==> src/verilog/fpu_pkg.sv <==
// fpu port package with data widths, bus word types and port encodings
`default_nettype none

package fpu_pkg;

  localparam int DATA_W    = 68;
  localparam int SINGLE_W  = 32;
  // bus 0 is the port's own result
  localparam int BUS_COUNT = 4;

  // low single 31..0, high single 63..32, class bits 67..64
  typedef logic [DATA_W-1:0] data_t;

  // top bit is even parity over the data
  typedef logic [DATA_W:0] bus_word_t;

  typedef logic [$clog2(BUS_COUNT)-1:0] bus_idx_t;

  // 8..15 reserved
  typedef enum logic [3:0] {
    OP_AND    = 4'd0,
    OP_OR     = 4'd1,
    OP_XOR    = 4'd2,
    OP_ANDN   = 4'd3,
    OP_COPY_A = 4'd4,
    OP_COPY_B = 4'd5,
    OP_SWAP_S = 4'd6,
    OP_DUP_S  = 4'd7
  } opcode_t;

  typedef enum logic [1:0] {
    LOGIC_AND,
    LOGIC_OR,
    LOGIC_XOR,
    LOGIC_ANDN
  } logic_sel_t;

  typedef enum logic [1:0] {
    PERM_COPY_A,
    PERM_COPY_B,
    PERM_SWAP,
    PERM_DUP
  } perm_sel_t;

  typedef enum logic [1:0] {
    RET_OK      = 2'd0,
    RET_PARITY  = 2'd1,
    RET_ILLEGAL = 2'd2
  } ret_code_t;

endpackage

`default_nettype wire
==> src/verilog/fpu_port.sv <==
// fpu issue port top joining operand forwarding, issue and execute with result loopback
`default_nettype none
`timescale 1ns/1ps

module fpu_port (
  input  logic               clk,
  input  logic               rst,
  input  logic               en,
  input  fpu_pkg::opcode_t   op,
  input  fpu_pkg::bus_word_t a_reg,
  input  fpu_pkg::bus_word_t b_reg,
  input  logic               a_fwd,
  input  logic               b_fwd,
  input  fpu_pkg::bus_idx_t  a_bus,
  input  fpu_pkg::bus_idx_t  b_bus,
  input  logic               a_late,
  input  logic               b_late,
  // ext_bus[i] is result bus i+1
  input  fpu_pkg::bus_word_t ext_bus [fpu_pkg::BUS_COUNT-1],
  output fpu_pkg::bus_word_t result,
  output logic               result_valid,
  output fpu_pkg::ret_code_t ret,
  output logic               ret_en
);

  fpu_pkg::bus_word_t  buses [fpu_pkg::BUS_COUNT];
  fpu_pkg::bus_word_t  a_word;
  fpu_pkg::bus_word_t  b_word;
  logic                iss_valid;
  fpu_pkg::data_t      iss_a_data;
  fpu_pkg::data_t      iss_b_data;
  logic                iss_is_logic;
  fpu_pkg::logic_sel_t iss_logic_sel;
  fpu_pkg::perm_sel_t  iss_perm_sel;
  fpu_pkg::ret_code_t  iss_code;

  // own result loops back as bus 0
  assign buses[0] = result;

  for (genvar i = 1; i < fpu_pkg::BUS_COUNT; i++) begin : g_ext
    assign buses[i] = ext_bus[i-1];
  end

  operand_forward u_fwd_a (
    .clk(clk), .reg_word(a_reg), .fwd(a_fwd), .bus_sel(a_bus), .late(a_late),
    .buses(buses), .operand(a_word)
  );

  operand_forward u_fwd_b (
    .clk(clk), .reg_word(b_reg), .fwd(b_fwd), .bus_sel(b_bus), .late(b_late),
    .buses(buses), .operand(b_word)
  );

  issue_stage u_issue (
    .clk(clk), .rst(rst), .en(en), .op(op), .a_word(a_word), .b_word(b_word),
    .valid(iss_valid), .a_data(iss_a_data), .b_data(iss_b_data),
    .is_logic(iss_is_logic), .logic_sel(iss_logic_sel), .perm_sel(iss_perm_sel),
    .code(iss_code)
  );

  exec_stage u_exec (
    .clk(clk), .rst(rst), .valid(iss_valid), .a_data(iss_a_data), .b_data(iss_b_data),
    .is_logic(iss_is_logic), .logic_sel(iss_logic_sel), .perm_sel(iss_perm_sel),
    .code(iss_code), .result(result), .result_valid(result_valid), .ret(ret),
    .ret_en(ret_en)
  );

endmodule

`default_nettype wire

==> src/verilog/exec_stage.sv <==
// execute stage running logic and permute ops, packing the result bus word and retire code
`default_nettype none
`timescale 1ns/1ps

module exec_stage (
  input  logic                clk,
  input  logic                rst,
  input  logic                valid,
  input  fpu_pkg::data_t      a_data,
  input  fpu_pkg::data_t      b_data,
  input  logic                is_logic,
  input  fpu_pkg::logic_sel_t logic_sel,
  input  fpu_pkg::perm_sel_t  perm_sel,
  input  fpu_pkg::ret_code_t  code,
  output fpu_pkg::bus_word_t  result,
  output logic                result_valid,
  output fpu_pkg::ret_code_t  ret,
  output logic                ret_en
);

  localparam int SW = fpu_pkg::SINGLE_W;
  localparam int DW = fpu_pkg::DATA_W;

  fpu_pkg::data_t     logic_res;
  fpu_pkg::data_t     perm_res;
  fpu_pkg::data_t     res_data;
  fpu_pkg::bus_word_t res_word;
  logic               write_res;

  always_comb begin
    case (logic_sel)
      fpu_pkg::LOGIC_AND:  logic_res = a_data & b_data;
      fpu_pkg::LOGIC_OR:   logic_res = a_data | b_data;
      fpu_pkg::LOGIC_XOR:  logic_res = a_data ^ b_data;
      default:             logic_res = a_data & ~b_data;
    endcase
  end

  // swap and dup keep the class bits of A
  always_comb begin
    case (perm_sel)
      fpu_pkg::PERM_COPY_A: perm_res = a_data;
      fpu_pkg::PERM_COPY_B: perm_res = b_data;
      fpu_pkg::PERM_SWAP: begin
        perm_res = {a_data[DW-1:2*SW], a_data[SW-1:0], a_data[2*SW-1:SW]};
      end
      default: begin
        perm_res = {a_data[DW-1:2*SW], a_data[SW-1:0], a_data[SW-1:0]};
      end
    endcase
  end

  assign res_data  = is_logic ? logic_res : perm_res;
  assign res_word  = {^res_data, res_data};
  assign write_res = valid && (code == fpu_pkg::RET_OK);

  always_ff @(posedge clk) begin
    if (rst) begin
      result_valid <= 1'b0;
      ret_en       <= 1'b0;
      ret          <= fpu_pkg::RET_OK;
    end else begin
      result_valid <= write_res;
      ret_en       <= valid;
      ret          <= code;
    end
  end

  // result holds until the next good op
  always_ff @(posedge clk) begin
    if (rst) begin
      result <= '0;
    end else if (write_res) begin
      result <= res_word;
    end
  end

endmodule

`default_nettype wire

==> src/verilog/issue_stage.sv <==
// issue stage registering op and operands, checking parity and decoding the opcode
`default_nettype none
`timescale 1ns/1ps

module issue_stage (
  input  logic                clk,
  input  logic                rst,
  input  logic                en,
  input  fpu_pkg::opcode_t    op,
  input  fpu_pkg::bus_word_t  a_word,
  input  fpu_pkg::bus_word_t  b_word,
  output logic                valid,
  output fpu_pkg::data_t      a_data,
  output fpu_pkg::data_t      b_data,
  output logic                is_logic,
  output fpu_pkg::logic_sel_t logic_sel,
  output fpu_pkg::perm_sel_t  perm_sel,
  output fpu_pkg::ret_code_t  code
);

  fpu_pkg::opcode_t   op_q;
  fpu_pkg::bus_word_t a_q;
  fpu_pkg::bus_word_t b_q;
  logic               parity_err;
  logic               illegal;

  always_ff @(posedge clk) begin
    if (rst) begin
      valid <= 1'b0;
    end else begin
      valid <= en;
    end
  end

  always_ff @(posedge clk) begin
    op_q <= op;
    a_q  <= a_word;
    b_q  <= b_word;
  end

  assign a_data = a_q[fpu_pkg::DATA_W-1:0];
  assign b_data = b_q[fpu_pkg::DATA_W-1:0];

  // even parity, a good word folds to zero
  assign parity_err = (^a_q) | (^b_q);

  always_comb begin
    is_logic  = 1'b0;
    logic_sel = fpu_pkg::LOGIC_AND;
    perm_sel  = fpu_pkg::PERM_COPY_A;
    illegal   = 1'b0;
    case (op_q)
      fpu_pkg::OP_AND:    is_logic = 1'b1;
      fpu_pkg::OP_OR: begin
        is_logic  = 1'b1;
        logic_sel = fpu_pkg::LOGIC_OR;
      end
      fpu_pkg::OP_XOR: begin
        is_logic  = 1'b1;
        logic_sel = fpu_pkg::LOGIC_XOR;
      end
      fpu_pkg::OP_ANDN: begin
        is_logic  = 1'b1;
        logic_sel = fpu_pkg::LOGIC_ANDN;
      end
      fpu_pkg::OP_COPY_A: perm_sel = fpu_pkg::PERM_COPY_A;
      fpu_pkg::OP_COPY_B: perm_sel = fpu_pkg::PERM_COPY_B;
      fpu_pkg::OP_SWAP_S: perm_sel = fpu_pkg::PERM_SWAP;
      fpu_pkg::OP_DUP_S:  perm_sel = fpu_pkg::PERM_DUP;
      default:            illegal  = 1'b1;
    endcase
  end

  // parity wins over an illegal opcode
  always_comb begin
    if (parity_err) begin
      code = fpu_pkg::RET_PARITY;
    end else if (illegal) begin
      code = fpu_pkg::RET_ILLEGAL;
    end else begin
      code = fpu_pkg::RET_OK;
    end
  end

endmodule

`default_nettype wire

==> src/verilog/operand_forward.sv <==
// operand forwarding mux picking register-file, current bus or previous-cycle bus word
`default_nettype none
`timescale 1ns/1ps

module operand_forward (
  input  logic              clk,
  input  fpu_pkg::bus_word_t reg_word,
  input  logic              fwd,
  input  fpu_pkg::bus_idx_t bus_sel,
  input  logic              late,
  input  fpu_pkg::bus_word_t buses [fpu_pkg::BUS_COUNT],
  output fpu_pkg::bus_word_t operand
);

  fpu_pkg::bus_word_t bus_hist [fpu_pkg::BUS_COUNT];
  fpu_pkg::bus_word_t cur_word;
  fpu_pkg::bus_word_t old_word;

  // one-cycle copy of every bus, read only a cycle after it is written
  always_ff @(posedge clk) begin
    for (int i = 0; i < fpu_pkg::BUS_COUNT; i++) begin
      bus_hist[i] <= buses[i];
    end
  end

  always_comb begin
    cur_word = buses[bus_sel];
    old_word = bus_hist[bus_sel];
  end

  always_comb begin
    if (!fwd) begin
      operand = reg_word;
    end else if (late) begin
      // value the bus held at the previous edge
      operand = old_word;
    end else begin
      operand = cur_word;
    end
  end

endmodule

`default_nettype wire

==> config.mk <==
export PLATFORM = sky130hd
export DESIGN_NAME = fpu_port
export DESIGN_NICKNAME = d
export VERILOG_FILES = /design/src/verilog/fpu_pkg.sv /design/src/verilog/fpu_port.sv /design/src/verilog/exec_stage.sv /design/src/verilog/issue_stage.sv /design/src/verilog/operand_forward.sv
export SDC_FILE = /design/constraint.sdc
export NUM_CORES = 1
export LEC_CHECK = 0
export BUFFER_PORTS_ARGS = -buffer_cell sky130_fd_sc_hd__buf_2
export CORE_ASPECT_RATIO = 0.8
export CORE_MARGIN = 2
export CORE_UTILIZATION = 35
export CTS_BUF_LIST = sky130_fd_sc_hd__clkbuf_2 sky130_fd_sc_hd__clkbuf_4 sky130_fd_sc_hd__clkbuf_8
export CTS_CLUSTER_DIAMETER = 50
export DETAILED_ROUTE_END_ITERATION = 7
export GPL_TIMING_DRIVEN = 0
export HOLD_SLACK_MARGIN = 0.08
export MAX_ROUTING_LAYER = met4
export PLACE_DENSITY_LB_ADDON = 0.08
export SYNTH_ARGS = -nofsm -noshare
export SYNTH_HDL_FRONTEND = slang
export SYNTH_SLANG_ARGS = --single-unit
==> constraint.sdc <==
create_clock -name clk -period 6.7 [get_ports clk]
set_input_delay 0.335 -clock clk [delete_from_list [all_inputs] [get_ports clk]]
set_output_delay 0.335 -clock clk [all_outputs]
set_load 0.05 [all_outputs]
==> flow_metrics.tcl <==
set metrics [dict create \
    final_number_of_hold_violating_endpoints 0 \
    initial_utilization_pct 35.4 \
    number_of_enable_type_register_cells_in_the_synthesized_netlist 0 \
    core-area_mm2 0.0791 \
    fp.dieW_um 320 \
    critPathMaxStageDelay_ps 470 \
    layout.cells.non_filler 4565 \
    cp_data_arrival_time_ps 7170 \
    antenna_left 0 \
    num-nets-final 3896 \
    ff2ff_setup_slack_ps 150 \
    critical_path.endpoint_type "flip-flop" \
    clock_latency_on_the_worst_skew_pair_ps 710 \
    crit_cells 22 \
    drc_violations_left 0 \
    most_frequently_used_flop_master_after_synthesis "dfxtp_1" \
    first_pass_iteration_count_of_the_detailed_router 6 \
    first_pass_grt_wire_length_um 188000 \
    failing_checks "max-capacitance violations, max-slew violations" \
    maxCapViolations 1 \
    clock_sink_count 492 \
    route.final.wire_length_um 134000 \
    routed-via-count 25500 \
    total_of_buffers_placed_on_input_and_output_ports 423 \
    synth-async-reset-ratio_pct 0 \
    worst_setup_hold_path_clk_slew_ps 50 \
    setup_viol_count_final 0 \
    cp-start-kind "flip-flop" \
    worst_path_cell_with_the_longest_stage_delay "dfxtp_1" \
    die_height_um 257 \
    drt-wirelength-per-cell_um 29.3 \
    final_layout_size_suffix_gt1_share_pct 26.9 \
    timing.critical_path.to "u_exec.result[68]" \
    grt.busiest_layer "met2" \
    synth_nets 3037 \
    pin_count_of_the_biggest_net_entering_global_routing 20 \
    global_route.usage.met1_pct 44.0 \
    cts-htree-levels 3 \
    detail_route.iter0.violations 2376 \
    fillers 7418 \
    pwr_density_cell_mw_per_mm2 340 \
    netlist-cell-type-count 65 \
    critPathMaxFanout 10 \
    grtUsageTotal_pct 32.9 \
    clock_path_buffers 3 \
    postSynthAreaPerCell_um2 10.8 \
    run_status "finished with violations" \
    tritoncts_clock_tree "yes" \
    critPathKind "flip-flop to flip-flop" \
    grt_use_met2_pct 51.1 \
    max_slew.worst_pin.slew_ps 1530 \
    final.setup.tns_ps 0 \
    groute.layer.met3.usage_pct 5.12 \
    root_buffer "clkbuf_8" \
    syn_area_mm2 0.0280 \
    via_per_inst 5.59 \
    critical_path.reg2reg.startpoint "u_issue.op_q[3]" \
    worst_max_slew_margin_expressed_relative_to_the_limit_pct -2.85 \
    io_pins 433 \
    core.rowCount 92 \
    max-vdd-ir-drop_v 0.000209 \
    antenna_found_initial 3 \
    min_path_type "input pin to flip-flop" \
    place.detailed.instances 4063 \
    crit_path_frequent_cell "buf_2" \
    synth-seq-area-share_pct 35.1 \
    number_of_global_route_vias_before_repair 26200 \
    dp_hpwl_um 101000 \
    rsz0062_at_grt "false" \
    crit_path_cell_trace "inv_1, buf_2, nand2_1, clkbuf_4, buf_2, buf_2, nor2_1, ha_1, buf_2, buf_4, buf_4, buf_4, buf_2, buf_4, a31oi_1, o22ai_1, xnor2_1, xnor2_1, xnor2_1, xnor2_1, xnor3_1, a211oi_2" \
    critPathRequiredTime_ps 7320 \
    gr-total-overflow 0 \
    area.growth.synth_to_final_pct 31.3 \
    layout_min_cycle_time_ps 6550 \
    clock-skew-final_ps 29.4 \
    syn_inst 2606 \
    final-max-slew-violation-count 6 \
    min_period_over_period_pct 97.8 \
    crit_start "u_issue.op_q[3]" \
    cp.buffers_inverters 11 \
    cts_buffers 85 \
    r2r_path_end "u_exec.result[68]" \
    total_leakage_power_nw 15.3 \
    number_of_register_bits_inferred_by_synthesis 492 \
    yosys_warning_total 0 \
    gp_congestion 0.991 \
    cpLargestDelayFamily "buffers and inverters" \
    max_freq_mhz 153 \
    worst_r2r_path_depth 22 \
    final_core_util_pct 46.5 \
    die_area_mm2 0.0824 \
]
## cell usage in the layout, fill, tap and decap left out, drive strengths merged, types with 16 or more instances in the layout
cell type	instances
clkbuf	227
nand2	104
xnor3	16
inv	160
o22ai	23
nand3	23
nand2b	56
a221oi	25
dlygate4sd3	349
a21oi	246
xnor2	207
mux2i	207
xor2	31
o21ai	30
a31oi	63
buf	539
nor2	251
dfxtp	492
ha	71
mux4	276
## flip-flops by register name, indices dropped and copies added (netlist names)
name and cells:
u_exec.result 69, u_exec.result_valid 1, u_exec.ret 2, u_exec.ret_en 1, u_fwd_b.bus_hist 276, u_issue.a_q 69
u_issue.b_q 69, u_issue.op_q 4, u_issue.valid 1
## report_power, final
part / switching [mW] / internal, mW
Clock: 1.28 / 1.67
Combinational: 3.01 / 2.43
Sequential: 0.674 / 3.46
## worst min-delay path: stages
cell and delay [ps]:
buf_2 100, nor2_1 190, a21oi_1 190
## kinds of logic after synthesis
kind of cell | count (synthesis) | share of synthesized area, %
flops | 492 | 35.1
mux | 483 | 29.6
compound gates | 474 | 10.4
simple gates | 465 | 7.20
buf+inv | 366 | 5.68
xor+xnor | 255 | 8.84
fa+ha+maj | 71 | 3.17
## routing by layer
layer	vias to the layer above	wire length (µm)
li1	11200	-
met1	12900	58000
met2	1175	61800
met3	223	9570
met4	0	4390
met5	-	0
## Yosys cell counts (3+ instances only)
master / instances / area share [%]
xor2_1: 31 / 0.97
nand2_1: 103 / 1.4
a21o_1: 5 / 0.13
a22oi_1: 13 / 0.35
dfxtp_1: 492 / 35
xnor3_1: 16 / 1.3
o211ai_1: 3 / 0.080
buf_1: 42 / 0.56
a22o_1: 3 / 0.094
a211oi_2: 3 / 0.13
nor2_1: 248 / 3.3
nand2b_1: 56 / 1.3
buf_6: 14 / 0.56
o22ai_1: 21 / 0.47
a221o_1: 3 / 0.11
mux4_2: 276 / 22
a211oi_1: 5 / 0.13
nor3_1: 6 / 0.11
a21oi_1: 245 / 4.4
o221ai_1: 15 / 0.47
o21ai_1: 6 / 0.11
nor3b_1: 9 / 0.24
buf_4: 15 / 0.40
nor2_2: 3 / 0.067
nor2b_1: 7 / 0.16
a32oi_1: 3 / 0.094
buf_2: 46 / 0.82
a221oi_1: 25 / 0.78
ha_1: 71 / 3.2
a222oi_1: 3 / 0.11
a31oi_1: 63 / 1.4
xnor2_1: 206 / 6.4
mux2i_1: 207 / 7.4
a311oi_1: 6 / 0.19
clkbuf_1: 91 / 1.2
inv_1: 156 / 2.1
o31ai_1: 7 / 0.19
nand3_1: 23 / 0.41
o21ai_0: 24 / 0.43
## how the worst min path moves through the flow
stage,startpoint,to,slack [ps],depth (start not counted)
after floorplan,ext_bus[138],u_fwd_b.bus_hist[1][0],360,0
after global placement,u_exec.result[7],u_fwd_b.bus_hist[0][7],400,0
after detailed placement,u_exec.result[7],u_fwd_b.bus_hist[0][7],400,0
after CTS,rst,u_exec.result[4],150,2
after global routing,a_reg[47],u_issue.a_q[47],200,3
final,a_reg[47],u_issue.a_q[47],230,3
## stage by stage
| stage | instance area [µm²] | hold slack, ps | power, mW | worst slack, ps |
|---|---|---|---|---|
| floorplan | 28000 | 363 | 7.61 | 2600 |
| finish | 36800 | 233 | 12.5 | 149 |
| CTS | 36800 | 154 | 12.5 | 86.8 |
| global placement | 31400 | 402 | 9.33 | -201 |
| detailed placement | 31400 | 399 | 9.39 | -189 |
| global route | 36800 | 201 | 13.0 | 43.0 |
## area by class of cell
class / count / area, µm² / share of cell area [%]
Tap cell: 1034 / 1290 / 3.52
Sequential cell: 492 / 9850 / 26.8
Buffer: 207 / 1000 / 2.72
Antenna cell: 1 / 2.50 / 0.00680
Clock buffer: 135 / 1680 / 4.57
Multi-Input combinational cell: 1748 / 16600 / 45.1
Timing Repair Buffer: 773 / 5630 / 15.3
Inverter: 158 / 593 / 1.61
Clock inverter: 17 / 155 / 0.422
## timing repair
item / CTS / global route
hold buffers: 349 / 0
pin swaps: 0 / 0
hold endpoints to repair: 349 / 0
endpoints found under the setup margin: 1 / 1
setup buffers: 0 / 0
resized for setup: 1 / 10
Power figures use the tool's default switching activity.
